$ cat src/tag_link_pkg.sv
// master to client link and master state
package tag_link_pkg;

   // link opcode
   // reset beats with param 1 clear the client shift state
   typedef enum logic {
      TAG_OP_RESET = 1'b0,
      TAG_OP_DATA  = 1'b1
   } tag_op_e;

   // one beat on a client link
   // all zero is an idle link
   typedef struct packed {
      tag_op_e op;
      logic    param;
   } tag_link_s;

   // master FSM
   //   IDLE      waiting for the start bit
   //   HEADER    shifting in the header
   //   TRANSFER  forwarding len payload bits
   typedef enum logic [1:0] {
      IDLE     = 2'd0,
      HEADER   = 2'd1,
      TRANSFER = 2'd2
   } tag_master_state_e;

endpackage

$ cat src/tag_cfg_pkg.sv
// packet format of the serial tag stream
//
// a run of zeros idles or resets the master, a single one starts a packet
// and the header follows, least significant bit first:
//    < len > < data_not_reset > < id >   then < payload > of len bits
// the first header bit on the wire lands in bit 0 of the header struct
package tag_cfg_pkg;

   // ********************
   // field widths
   // ********************

   // client id field, up to 16 clients
   localparam int TAG_ID_W = 4;

   // payload length field, lengths 0 to 63
   localparam int TAG_LEN_W = 6;

   // id plus flag plus length
   localparam int TAG_HDR_W = TAG_ID_W + 1 + TAG_LEN_W;

   // ********************
   // in-band reset
   // ********************

   // consecutive sampled zeros that force the master back to idle
   // power of two, so the carry bit of the counter is the request
   localparam int TAG_RESET_ZEROS = 32;

   // zero counter width, one extra bit for the carry
   localparam int TAG_ZCNT_W = $clog2(TAG_RESET_ZEROS) + 1;

   // header as it sits in the master after shift-in
   // len occupies the low bits, so it arrives first on the wire
   typedef struct packed {
      logic [TAG_ID_W-1:0]  id;
      logic                 data_not_reset;
      logic [TAG_LEN_W-1:0] len;
   } tag_header_s;

endpackage
$ cat src/serial_tag_top.sv
`timescale 1ns/1ps

// serial configuration network
// one tag master fanned out to NUM_CLIENTS clients
module serial_tag_top
   import tag_link_pkg::*;
#(
   parameter int NUM_CLIENTS = 4,
   parameter int DATA_W      = 8
)
(
   input  logic                                clk_i,
   input  logic                                arst_n_i,
   input  logic                                en_i,
   input  logic                                data_i,
   output logic [NUM_CLIENTS-1:0][DATA_W-1:0] data_o,
   output logic [NUM_CLIENTS-1:0]             new_o
);

   // one registered link per client
   tag_link_s [NUM_CLIENTS-1:0] links;

   tag_master #(
      .NUM_CLIENTS (NUM_CLIENTS)
   ) u_master (
      .clk_i    (clk_i),
      .arst_n_i (arst_n_i),
      .en_i     (en_i),
      .data_i   (data_i),
      .links_o  (links)
   );

   // ********************
   // clients
   // ********************

   for (genvar k = 0; k < NUM_CLIENTS; k++)
   begin : g_client
      tag_client #(
         .DATA_W (DATA_W)
      ) u_client (
         .clk_i    (clk_i),
         .arst_n_i (arst_n_i),
         .link_i   (links[k]),
         .data_o   (data_o[k]),
         .new_o    (new_o[k])
      );
   end

endmodule

$ cat src/tag_client.sv
`timescale 1ns/1ps

// tag client
// collects data beats into a DATA_W word and publishes it with a strobe
module tag_client
   import tag_link_pkg::*;
#(
   parameter int DATA_W = 8
)
(
   input  logic              clk_i,
   input  logic              arst_n_i,
   input  tag_link_s         link_i,
   output logic [DATA_W-1:0] data_o,
   output logic              new_o
);

   // beat counter, 0 to DATA_W-1
   localparam int CNT_W = (DATA_W > 1) ? $clog2(DATA_W) : 1;

   logic [DATA_W-1:0] shift_r;
   logic [DATA_W-1:0] shift_n;
   logic [CNT_W-1:0]  cnt_r;
   logic              data_beat;
   logic              reset_beat;

   assign data_beat  = (link_i.op == TAG_OP_DATA);
   assign reset_beat = (link_i.op == TAG_OP_RESET) && link_i.param;

   // new bit enters at the top, first bit drifts down to bit 0
   assign shift_n = {link_i.param, shift_r[DATA_W-1:1]};

   // ********************
   // shift state
   // ********************

   // partial word, only meaningful under cnt_r
   always_ff @(posedge clk_i)
   begin
      if (reset_beat)
      begin
         shift_r <= '0;
      end
      else if (data_beat)
      begin
         shift_r <= (cnt_r == CNT_W'(DATA_W - 1)) ? '0 : shift_n;
      end
   end

   always_ff @(posedge clk_i or negedge arst_n_i)
   begin
      if (!arst_n_i)
      begin
         cnt_r  <= '0;
         data_o <= '0;
         new_o  <= 1'b0;
      end
      else
      begin
         // strobe lasts one cycle
         new_o <= 1'b0;
         // reset beat drops the partial word, data_o keeps its value
         if (reset_beat)
         begin
            cnt_r <= '0;
         end
         else if (data_beat)
         begin
            if (cnt_r == CNT_W'(DATA_W - 1))
            begin
               // word complete, further bits start the next word
               cnt_r  <= '0;
               data_o <= shift_n;
               new_o  <= 1'b1;
            end
            else
            begin
               cnt_r <= cnt_r + CNT_W'(1);
            end
         end
      end
   end

   // a publish is always caused by a data beat one cycle earlier
   a_new_after_data : assert property (@(posedge clk_i) disable iff (!arst_n_i)
      $rose(new_o) |-> $past(link_i.op == TAG_OP_DATA));

endmodule

$ cat src/tag_master.sv
`timescale 1ns/1ps

// one-pin tag master
// samples the pin, collects the header and forwards the payload
// as op/param beats onto the link of the addressed client
module tag_master
   import tag_cfg_pkg::*;
   import tag_link_pkg::*;
#(
   parameter int NUM_CLIENTS = 4
)
(
   input  logic                        clk_i,
   input  logic                        arst_n_i,
   input  logic                        en_i,
   input  logic                        data_i,
   output tag_link_s [NUM_CLIENTS-1:0] links_o
);

   // header bit pointer, 0 to TAG_HDR_W-1
   localparam int PTR_W = $clog2(TAG_HDR_W);

   // id field can address at most 2**TAG_ID_W clients
   if (NUM_CLIENTS > (1 << TAG_ID_W))
   begin : g_bad_clients
      $error("NUM_CLIENTS exceeds the id field range");
   end

   // ********************
   // pin sampling
   // ********************

   logic bit_r;
   logic zero_reset;

   // en_i low reads as a zero bit
   always_ff @(posedge clk_i or negedge arst_n_i)
   begin
      if (!arst_n_i)
      begin
         bit_r <= 1'b0;
      end
      else
      begin
         bit_r <= en_i & data_i;
      end
   end

   tag_reset_detect u_reset_detect (
      .clk_i        (clk_i),
      .arst_n_i     (arst_n_i),
      .bit_i        (bit_r),
      .zero_reset_o (zero_reset)
   );

   // ********************
   // packet FSM
   // ********************

   tag_master_state_e state_r, state_n;
   logic [PTR_W-1:0]  hdr_ptr_r, hdr_ptr_n;
   tag_header_s       hdr_r, hdr_n;

   // beat to forward this cycle
   logic              beat_v;
   tag_link_s         beat;

   always_ff @(posedge clk_i or negedge arst_n_i)
   begin
      if (!arst_n_i)
      begin
         state_r   <= IDLE;
         hdr_ptr_r <= '0;
         hdr_r     <= '0;
      end
      // zero run with no one pending aborts whatever is in flight
      else if (zero_reset && !bit_r)
      begin
         state_r   <= IDLE;
         hdr_ptr_r <= '0;
         hdr_r     <= hdr_n;
      end
      else
      begin
         state_r   <= state_n;
         hdr_ptr_r <= hdr_ptr_n;
         hdr_r     <= hdr_n;
      end
   end

   always_comb
   begin
      state_n    = state_r;
      hdr_ptr_n  = hdr_ptr_r;
      hdr_n      = hdr_r;
      beat_v     = 1'b0;
      beat.op    = TAG_OP_RESET;
      beat.param = 1'b0;

      case (state_r)
         // first one after the zeros is the start bit
         IDLE:
         begin
            hdr_ptr_n = '0;
            hdr_n     = '0;
            if (bit_r)
            begin
               state_n = HEADER;
            end
         end
         // shift in from the top, first bit ends up in bit 0
         HEADER:
         begin
            hdr_n     = tag_header_s'({bit_r, hdr_r[TAG_HDR_W-1:1]});
            hdr_ptr_n = hdr_ptr_r + PTR_W'(1);
            // last header bit, decide on the fly
            if (hdr_ptr_r == PTR_W'(TAG_HDR_W - 1))
            begin
               hdr_ptr_n = '0;
               // null packet, nothing to forward
               if (hdr_n.len == '0)
               begin
                  state_n = IDLE;
               end
               else
               begin
                  state_n = TRANSFER;
               end
            end
         end
         // one beat per payload bit, len counts down to zero
         TRANSFER:
         begin
            beat_v     = 1'b1;
            beat.op    = tag_op_e'(hdr_r.data_not_reset);
            beat.param = bit_r;
            hdr_n.len  = hdr_r.len - TAG_LEN_W'(1);
            if (hdr_r.len == TAG_LEN_W'(1))
            begin
               state_n = IDLE;
            end
         end
         default:
         begin
            state_n = IDLE;
         end
      endcase
   end

   // ********************
   // link demux
   // ********************

   // ids at or above NUM_CLIENTS match no link, payload is dropped
   logic [NUM_CLIENTS-1:0] link_busy;

   for (genvar k = 0; k < NUM_CLIENTS; k++)
   begin : g_link
      logic sel;

      assign sel = beat_v && (hdr_r.id == TAG_ID_W'(k));

      always_ff @(posedge clk_i or negedge arst_n_i)
      begin
         if (!arst_n_i)
         begin
            links_o[k] <= '0;
         end
         else
         begin
            links_o[k].op    <= sel ? beat.op : TAG_OP_RESET;
            links_o[k].param <= sel & beat.param;
         end
      end

      assign link_busy[k] = (links_o[k] != '0);
   end

   // only the addressed client ever sees a beat
   a_one_link : assert property (@(posedge clk_i) disable iff (!arst_n_i)
      $onehot0(link_busy));

endmodule

$ cat src/tag_reset_detect.sv
`timescale 1ns/1ps

// counts consecutive sampled zeros on the tag pin
// the top bit of the counter is the carry out and doubles as the
// reset request, which lasts exactly one cycle
module tag_reset_detect
   import tag_cfg_pkg::*;
(
   input  logic clk_i,
   input  logic arst_n_i,
   input  logic bit_i,
   output logic zero_reset_o
);

   // ********************
   // zero counter
   // ********************

   logic [TAG_ZCNT_W-1:0] zcnt_r;

   // carry bit set after TAG_RESET_ZEROS zeros in a row
   assign zero_reset_o = zcnt_r[TAG_ZCNT_W-1];

   always_ff @(posedge clk_i or negedge arst_n_i)
   begin
      if (!arst_n_i)
      begin
         zcnt_r <= '0;
      end
      // a one breaks the run, the request clears itself
      else if (bit_i || zero_reset_o)
      begin
         zcnt_r <= '0;
      end
      else
      begin
         zcnt_r <= zcnt_r + TAG_ZCNT_W'(1);
      end
   end

   // ********************
   // checks
   // ********************

   // request is a single-cycle pulse, even under a long zero run
   a_zero_reset_pulse : assert property (@(posedge clk_i) disable iff (!arst_n_i)
      zero_reset_o |=> !zero_reset_o);

endmodule

$ cat config.mk
export PLATFORM = sky130hd
export DESIGN_NAME = serial_tag_top
export DESIGN_NICKNAME = d
export VERILOG_FILES = /design/src/tag_link_pkg.sv /design/src/tag_cfg_pkg.sv /design/src/serial_tag_top.sv /design/src/tag_client.sv /design/src/tag_master.sv /design/src/tag_reset_detect.sv
export SDC_FILE = /design/constraint.sdc
export NUM_CORES = 1
export LEC_CHECK = 0
export BUFFER_PORTS_ARGS = -buffer_cell sky130_fd_sc_hd__buf_2
export CAP_MARGIN = 30
export CORE_ASPECT_RATIO = 0.75
export CORE_MARGIN = 8
export CORE_UTILIZATION = 59
export CTS_CLUSTER_DIAMETER = 120
export DETAILED_ROUTE_END_ITERATION = 8
export PLACE_DENSITY = 0.88
export SLEW_MARGIN = 25
export SYNTH_ARGS = -nofsm -noshare
export SYNTH_HDL_FRONTEND = slang
export SYNTH_SLANG_ARGS = --single-unit
$ cat constraint.sdc
create_clock -name clk_i -period 2.35 [get_ports clk_i]
set_clock_uncertainty 0.1 [all_clocks]
set_input_delay 0.47 -clock clk_i [delete_from_list [all_inputs] [get_ports clk_i]]
set_output_delay 0.47 -clock clk_i [all_outputs]
set_load 0.005 [all_outputs]
After elaboration in Yosys (flattened, before gate mapping)
Index checks and enable logic that the tools add are counted.
{ "op_classes": {"n_addsub": 7, "mul": 0, "n_div": 0, "n_lt_le_gt_ge": 0, "eq_ne": 14, "shift": 0, "n_mux": 46, "n_bitwise": 13, "n_reduce_logical": 26} }
{ "ops": {"columns": ["operator", "count"], "rows": [
  ["two-way mux 3 bit", 12],
  ["two-way mux 8 bit", 4],
  ["one-hot mux 6 bit (3 select lines)", 1],
  ["two-way mux 1 bit", 17],
  ["AND reduction 3 bit", 5],
  ["adder 3 x 1 -> 3 bit (second input constant)", 4],
  ["equality test 3 bit (second input constant)", 4],
  ["two-way mux 2 bit", 6],
  ["one-hot mux 5 bit (2 select lines)", 1],
  ["nonzero test 2 bit", 5],
  ["logical AND 1 bit", 9],
  ["!= test 3 x 1 -> 1 bit (second input constant)", 3],
  ["equality test 4 x 2 -> 1 bit (second input constant)", 2],
  ["two-way mux 4 bit", 2],
  ["inverter 1 bit", 8],
  ["one-hot mux 4 bit (2 select lines)", 1],
  ["adder 6 x 1 -> 6 bit (second input constant)", 1],
  ["equality test 6 x 1 -> 1 bit (second input constant)", 1],
  ["zero test 6 bit", 1],
  ["two-way mux 6 bit", 1],
  ["one-hot mux 2 bit (3 select lines)", 1],
  ["nonzero test 3 bit", 2],
  ["subtractor 6 x 1 -> 6 bit (second input constant)", 1],
  ["AND 1 bit", 5],
  ["other kinds (9)", 9]
]} }
{ "totals": {"regBits": 112, "latchBits": 0, "ram_bits": 0, "romBits": 0, "in_bits": 4, "word_cells": 137, "memories": 0} }

Logic depth before layout (Yosys ltp)
Gate-level depths: netlist of the first run.
{ "logic_depth": {"ltp_word": 5, "mapped_depth": 7, "mapped_depth_nobuf": 6} }

By module
A second synthesis of the first run with hierarchy kept.
{ "unflattened": {"cells_unflattened": 396, "hier_area_um2": 4718.3} }
{ "modules_own_cells": {"columns": ["mod", "instances", "cells_each", "area_per_inst_um2"], "rows": [
  ["tag_client", 4, 60, 788.3],
  ["tag_master", 1, 135, 1307.5],
  ["tag_reset_detect", 1, 21, 257.7]
]} }

Worst setup path after synthesis of the first run
Ideal clock, no wire load.
{ "synth_path": {"path_type": "register to register", "startpoint": "register u_master.state_r[0]", "endpoint": "register u_master.state_r[1]", "setup_time_ns": 0.076, "arrival_time_ns": 1.575, "setup_slack_ns": 0.599, "stages_incl_launch_ff": 8, "synth_period_minus_slack_ns": 1.751, "path_cell_list": "dfrtp_1 > inv_1 > ha_1 > buf_6 > o41ai_2 > o221ai_2 > or4b_1 > o21ai_1"} }
{ "synth_between": {"elab_chain_cells": 3} }
{ "synth_lines": {"columns": ["element", "line_no", "source"], "rows": [
  ["from (decl)", "tag_master.sv:60", "tag_master_state_e state_r, state_n;"],
  ["from (signal assigned)", "tag_master.sv:85", "state_r <= state_n;"],
  ["equality test 2 x 1 -> 1 bit (tied with other cells)", "tag_master.sv:100", "case (state_r)"],
  ["!= test 3 x 1 -> 1 bit (no source line) or one-hot mux 2 bit (3 select lines) (tied branches)", null, null],
  ["AND reduction 3 bit (no source line) or two-way mux 2 bit (tied branches)", null, null]
]} }
Parallel ways exist; a longest one is shown, timed or not.
A chain may end at the register's enable or synchronous reset.

Worst setup path after layout of the first run
{ "layout_path": {"startpoint": "register u_master.state_r[0]", "endpoint": "register u_master.links_o[1] (netlist name)"} }
{ "layout_between": {"elab_chain_cells": 4} }
{ "layout_lines": {"columns": ["element", "line_no", "source"], "rows": [
  ["equality test 2 bit (*)", "tag_master.sv:100", null],
  ["two-way mux 1 bit", "tag_master.sv:100", null],
  ["logical AND 1 bit", "tag_master.sv:161", "assign sel = beat_v && (hdr_r.id == TAG_ID_W'(k));"],
  ["two-way mux 1 bit (*)", "tag_master.sv:171", "links_o[k].op <= sel ? beat.op : TAG_OP_RESET;"],
  ["to (decl)", "tag_master.sv:17", "output tag_link_s [NUM_CLIENTS-1:0] links_o"]
]} }
Every way passes the cells marked *; elsewhere a longest branch is shown, timed or not.

==> out/summary.log, run 1 <==
qor: place.placed_area 4670 sq um
qor: logic_synthesis.synth.cell_area 4440 sq um
qor: final_layout.multi_input_comb_area 1610 sq um
qor: timing.final.setup.worst_slack 0.319 ns
qor: clocking.tritoncts_clock_tree yes
qor: final_layout.share_of_final_layout_standard_cells_stronger_than_drive_strength_1 15.1%
qor: clocking.cts_setup_buffers 0
qor: global_route.number_of_antenna_violations_at_the_first_check_in_global_routing 0
qor: place.portBuffers 39
qor: global_route.grt_max_degree 81
qor: logic_synthesis.synth-seq-cells 108
qor: final_layout.most-common-layout-cells dfrtp_1 (80), nand2_1 (78), o21ai_0 (44), buf_2 (38), inv_1 (37)
qor: clocking.numCtsBuffers 9
qor: logic_synthesis.seq_area_frac_synth 57.8%
qor: timing.hold_viol 10
qor: logic_synthesis.synth.net_count 455
qor: final_layout.antennaDiodeCount 0
qor: logic_synthesis.post_synth_num_cell_types 40
qor: floorplanning.die_w 116 um
qor: critical_path.critical_path_class reg -> reg
qor: drt.routed-via-count 3116
qor: final_layout.sequential_cell_area 2560 sq um
qor: drt.drc_errors 0
qor: logic_synthesis.ys_async_sr_fraction 74.1%
qor: clocking.postCtsResizedCells 0
qor: floorplanning.floorplan_die_area 10600 sq um
qor: critical_path.timing.critical_path.slowest_stage_cell or4_1
qor: worst_hold_path.min_path_type in -> async
qor: clocking.cts.root.buffer_cell clkbuf_8
qor: global_route.first_global_vias 3006
qor: critical_path.arrival 2.22 ns
qor: floorplanning.top_level_ports 40
qor: logic_synthesis.synthCells 433
qor: logic_synthesis.synth_largest_area_cell dfrtp_1
qor: drt.final_antenna_violating_net_count 0
qor: drt.drt_wl_total 8280 um
qor: timing.timing.max_slew.rel_slack 63.5%
qor: timing.final_max_slew_violation_count 0
qor: place.detailed_place_hpwl 5550 um
qor: global_route.grt_overflow 0
qor: floorplanning.die-height 91.1 um
qor: timing.setup_violations 0
qor: place.dp_worst_setup_slack 0.389 ns
qor: timing.unrepaired_setup_endpoints_after_global_routing no
qor: power_and_ir_drop.power_density 730 nW/um^2
qor: run_status.violations_in_the_final_reports hold timing
qor: place.gp_congestion 0.876
qor: critical_path.crit_path_start_kind flip-flop
qor: critical_path.worst_ep_required_time 2.54 ns
qor: final_layout.utilization 66.6%
qor: timing.timing.hold.ws -0.0245 ns
qor: logic_synthesis.synth_largest_type_area_fraction 45.1%
qor: clocking.cts-hold-fix-buffers 0
qor: logic_synthesis.synthFlopType dfrtp_1
qor: clocking.clock_pin_slew_of_the_registers_on_the_worst_case_setup_and_hold_paths 0.10 ns
qor: logic_synthesis.synth-edff-count 0
qor: global_route.grt_use_total 16.3%
qor: clocking.cts_buffer_depth 2
qor: logic_synthesis.synth_area_per_cell 10.2 sq um
qor: final_layout.finalInstanceArea 4880 sq um
qor: critical_path.worstPathMaxFanout 11
qor: power_and_ir_drop.total_leakage_power 0.00250 uW
qor: critical_path.crit_path_max_cell_delay 0.62 ns
qor: drt.drt_pass1_iterations 4
qor: logic_synthesis.synth_warnings 0
qor: critical_path.critical_path.cell_chain inv_1 -> ha_1 -> inv_1 -> or4_1 -> nor2_1
qor: timing.timing.final.crit_share 86.4%
qor: final_layout.syn2layout_area_growth 10.1%
qor: clocking.htreeDepth 3
qor: logic_synthesis.synth.top_cells.by_area dfrtp_1 (45%), dfxtp_1 (13%), nand2_1 (6.6%)
qor: drt.dr.first_iter.drc_count 154
qor: timing.maxClockFrequency 492 MHz
qor: clocking.clock_latency 0.36 ns
qor: drt.viasPerCell 5.52
qor: run.max-cap-violations 0
qor: final_layout.mostFrequentLayoutCell dfrtp_1
qor: global_route.first_pass_grt_wire_length 14100 um
qor: critical_path.setup_slack_on_the_worst_flop_to_flop_path 0.32 ns
qor: drt.wl_per_cell 14.6 um
qor: timing.timing.setup.tns 0 ns
qor: power_and_ir_drop.max-vdd-ir-drop 0.461 mV
qor: critical_path.critical_path_s_most_frequent_cell inv_1
qor: timing.min_cycle_time_layout 2.03 ns
qor: final_layout.num-nets-final 481
qor: floorplanning.placement_rows 27
qor: critical_path.critical_path_sink_type flip-flop
qor: floorplanning.floorplan.initialDensity 60.5%
qor: timing.tightestPinTransition 0.547 ns
qor: run_status.run_status finished, violations left
qor: clocking.cts_sinks 108
qor: floorplanning.core_area 7330 sq um
qor: final_layout.n_fill_cell 553
-- path summary, 6_finish.rpt --
path,start,to,depth (start not counted)
hold / removal,arst_n_i,g_client[3].u_client.data_o[1]$_DFFE_PN0P_,2
hold reg to reg,g_client[2].u_client.shift_r[2]$_SDFFE_PP0P_,g_client[2].u_client.shift_r[1]$_SDFFE_PP0P_,2
setup reg to reg,u_master.state_r[0]$_DFFE_PN0P_,u_master.links_o[1]$_DFF_PN0_,5
min in group clk_i,data_i,u_master.bit_r$_DFF_PN0_,2
setup / recovery,u_master.state_r[0]$_DFFE_PN0P_,u_master.links_o[1]$_DFF_PN0_,5
max in group asynchronous,arst_n_i,u_master.links_o[6]$_DFF_PN0_,2
-- layer usage --
layer / vias up / track usage [%] / part of all wire, %
met4: 0 / 3.77 / 0.69
met3: 7 / 4.23 / 5.2
met1: 1512 / 20.5 / 45
met2: 79 / 27.6 / 49
li1: 1518 / - / -
met5: - / 0 / 0
-- final cells by class --
cell class | instances | area share, %
Sequential cell | 108 | 52.5
Multi-Input combinational cell | 261 | 33.0
Clock inverter | 6 | 1.72
Inverter | 37 | 2.84
Timing Repair Buffer | 42 | 4.77
Tap cell | 101 | 2.59
Clock buffer | 10 | 2.61
-- worst max-delay path: cells and delay by family (launching register included) --
family,cells,cell delay (ns)
and+or+nand+nor,2,0.77
DFF,1,0.43
adders and majority gates,1,0.39
buffers and inverters,2,0.28
-- stage by stage --
step | total power (uW) | std cells
CTS | 3580 | 565
global placement | 2390 | 549
floorplan | 2290 | 433
global route | 3710 | 565
finish | 3560 | 565
detailed placement | 2410 | 549
-- cells by family after synthesis --
group                      share of synthesized area, %
xor gates and xnor gates                          0.790
adders and majority gates                          5.08
muxes                                              2.28
and+or+nand+nor                                    13.1
buffers and inverters                              5.92
AOI/OAI and AO/OA                                  15.0
DFF                                                57.8
-- synthesized netlist by cell type (2+ instances only) --
library cell  count
a21oi_1           2
a22o_1           11
a22oi_1           2
a32oi_1           3
and2_1            3
buf_1             2
buf_4             4
clkbuf_1         20
dfrtp_1          80
dfxtp_1          28
ha_1             18
inv_1            37
mux2_2            9
nand2_1          78
nand2b_1          9
nand3_1           7
nor2_1           24
nor2b_1           2
nor3_1            4
o211ai_1          2
o21ai_0          44
o32ai_1          24
xor2_1            3
-- power breakdown --
group / internal, uW / leakage, uW / switching, uW / total (uW)
logic: 148 / 0.00107 / 234 / 382
registers: 1920 / 0.00133 / 85.1 / 2010
clock network: 518 / 0.000106 / 655 / 1170
-- registers in the layout (all words and copies together) (netlist names) --
register,flops
u_master.hdr_ptr_r,4
u_master.links_o,8
u_master.bit_r,1
g_client.u_client.shift_r,28
u_master.state_r,2
g_client.u_client.data_o,32
u_master.hdr_r,11
g_client.u_client.new_o,4
u_master.u_reset_detect.zcnt_r,6
g_client.u_client.cnt_r,12
Power figures use the tool's default switching activity.
==> run 2, diff against run 1 <==
- CORE_UTILIZATION: 59 -> 35
- PLACE_DENSITY: 0.88 -> 0.63
- clock period: 2.35 -> 1.7 ns (I/O delays scaled with it)
==> out/summary.log, run 2 (synthesis results as in run 1) <==
qor: run_status.violations_in_the_final_reports setup timing
qor: drt.routed-wl-met3 440 um
qor: power_and_ir_drop.power_density 1060 nW/um^2
qor: clocking.numCtsBuffers 9
qor: drt.viasPerCell 4.74
qor: final_layout.n_fill_cell 1175
qor: final_layout.num-nets-final 503
qor: global_route.grt_use_total 10.6%
qor: final_layout.reg.largest.list g_client.u_client.data_o (32), g_client.u_client.shift_r (28), g_client.u_client.cnt_r (12)
qor: final_layout.antennaDiodeCount 0
qor: place.detailed_place_hpwl 5980 um
qor: drt.wirelength_met1 4040 um
qor: floorplanning.top_level_ports 40
qor: drt.drt_pass1_iterations 4
qor: global_route.first_pass_grt_wire_length 14600 um
qor: drt.drt_wl_total 8240 um
qor: clocking.htreeDepth 3
qor: worst_hold_path.hold_path_depth 2
qor: final_layout.multi_input_comb_area 1620 sq um
qor: critical_path.worst-r2r-cell-count 4
qor: floorplanning.die-height 113 um
qor: drt.dr.first_iter.drc_count 176
qor: run_status.run_status finished, violations left
qor: clocking.cts_sinks 108
qor: run.max-cap-violations 0
qor: global_route.grt_max_degree 56
qor: final_layout.largest_reg_flops 32
qor: final_layout.share_of_final_layout_standard_cells_stronger_than_drive_strength_1 19.5%
qor: clocking.clock_pin_slew_of_the_registers_on_the_worst_case_setup_and_hold_paths 0.07 ns
qor: final_layout.most-common-layout-cells dfrtp_1 (80), nand2_1 (78), o21ai_0 (44), buf_2 (38), inv_1 (36)
qor: worst_hold_path.min_path_type in -> reg
qor: critical_path.crit_path_start_kind flip-flop
qor: final_layout.utilization 42.6%
qor: global_route.first_global_vias 3138
qor: place.portBuffers 39
qor: clocking.cts_buffer_depth 2
qor: drt.wl_per_cell 12.6 um
qor: power_and_ir_drop.totalPowerFinal 5550 uW
qor: global_route.grt_overflow 0
qor: final_layout.mostFrequentLayoutCell dfrtp_1
qor: final_layout.syn2layout_area_growth 18.3%
qor: final_layout.sequential_cell_area 2560 sq um
qor: critical_path.timing.rr.start u_master.hdr_r[2]$_DFFE_PN0P_
qor: critical_path.worst_r2r_endpoint u_master.state_r[1]$_DFFE_PN0P_
qor: timing.final_max_slew_violation_count 0
qor: timing.final.setup.worst_slack -0.0299 ns
qor: power_and_ir_drop.max-vdd-ir-drop 0.592 mV
qor: global_route.number_of_antenna_violations_at_the_first_check_in_global_routing 0
qor: critical_path.worstPathMaxFanout 2
qor: timing.hold_viol 0
qor: worst_hold_path.timing.hold.worst.start data_i
qor: floorplanning.placement_rows 35
qor: critical_path.arrival 1.91 ns
qor: drt.final_antenna_violating_net_count 0
qor: clocking.clock_latency 0.35 ns
qor: drt.drc_errors 0
qor: floorplanning.core_area 12300 sq um
qor: final_layout.registers.top_by_ff_count g_client.u_client.data_o
qor: clocking.cts.root.buffer_cell clkbuf_16
qor: worst_hold_path.worstHoldEndpoint u_master.bit_r$_DFF_PN0_
qor: place.gp_congestion 0.827
qor: final_layout.layout.cells.non_filler 652
qor: critical_path.setup_slack_on_the_worst_flop_to_flop_path -0.03 ns
qor: drt.routed-via-count 3092
qor: timing.timing.hold.ws 0.0977 ns
qor: timing.min_cycle_time_layout 1.73 ns
qor: timing.unrepaired_setup_endpoints_after_global_routing yes
qor: floorplanning.floorplan.initialDensity 36.0%
qor: place.dp_worst_setup_slack 0.00141 ns
qor: critical_path.critical_path_class reg -> reg
qor: critical_path.critical_path_sink_type flip-flop
qor: floorplanning.floorplan_die_area 16600 sq um
qor: timing.tightestPinTransition 0.516 ns
qor: clocking.tritoncts_clock_tree yes
qor: floorplanning.die_w 146 um
qor: timing.timing.final.crit_share 102%
qor: timing.timing.max_slew.rel_slack 65.4%
qor: drt.route.met2.wl 3610 um
qor: place.numPlacedInstances 634
qor: power_and_ir_drop.total_leakage_power 0.00267 uW
qor: timing.setup_violations 1
qor: drt.top_layer met4
qor: timing.maxClockFrequency 578 MHz
qor: critical_path.worst_ep_required_time 1.88 ns
run 2: final cells by class:
class,count,area share (%)
flip-flops and latches,108,48.8
multi-input cells,261,30.8
repair buffers,64,7.63
clock buffers,11,5.03
well taps,166,3.96
inverters,37,2.65
clock inverters,5,1.07
run 2: per-layer routing:
layer	up-vias	GRT usage, %
met2	53	16.5
met1	1459	13.4
met3	12	3.96
li1	1568	-
met5	-	0
met4	0	3.90
run 2: timing repair:
item / 4_1_cts / 5_1_grt
pin swaps: 1 / 2
setup endpoints to repair: 1 / 6
buffers inserted: 2 / 0
hold endpoints to repair: 80 / 0
hold buffers: 1 / 0
resized for setup: 0 / 1
run 2: worst max-delay path by stage:
stage,from,end,depth (start not counted)
finish,u_master.hdr_r[2]$_DFFE_PN0P_,u_master.state_r[1]$_DFFE_PN0P_,4
CTS,u_master.hdr_r[4]$_DFFE_PN0P_,u_master.state_r[1]$_DFFE_PN0P_,4
detailed placement,u_master.hdr_r[2]$_DFFE_PN0P_,u_master.state_r[1]$_DFFE_PN0P_,4
global route,u_master.hdr_r[2]$_DFFE_PN0P_,u_master.state_r[1]$_DFFE_PN0P_,4
global placement,u_master.hdr_r[2]$_DFFE_PN0P_,u_master.state_r[1]$_DFFE_PN0P_,4
floorplan,u_master.state_r[0]$_DFFE_PN0P_,u_master.state_r[1]$_DFFE_PN0P_,7
run 2: worst max-delay path: stages, from the launching register on:
cell and delay (ns):
dfrtp_1 0.39, o41ai_2 0.40, o221ai_2 0.17, or4b_1 0.49
o21ai_1 0.12
run 2: where the power goes:
group / internal (uW) / switching, uW
logic: 259 / 336
registers: 2660 / 106
clock network: 1270 / 910
total: 4190 / 1350
run 2: metrics by stage:
| step | TNS, ns | cell area, sq um |
|---|---|---|
| after global placement | -0.00598 | 4900 |
| after floorplan | -0.00513 | 4440 |
| final | -0.0299 | 5250 |
| after global routing | -0.112 | 5250 |
| after CTS | -0.0347 | 5250 |
| after detailed placement | 0 | 4900 |
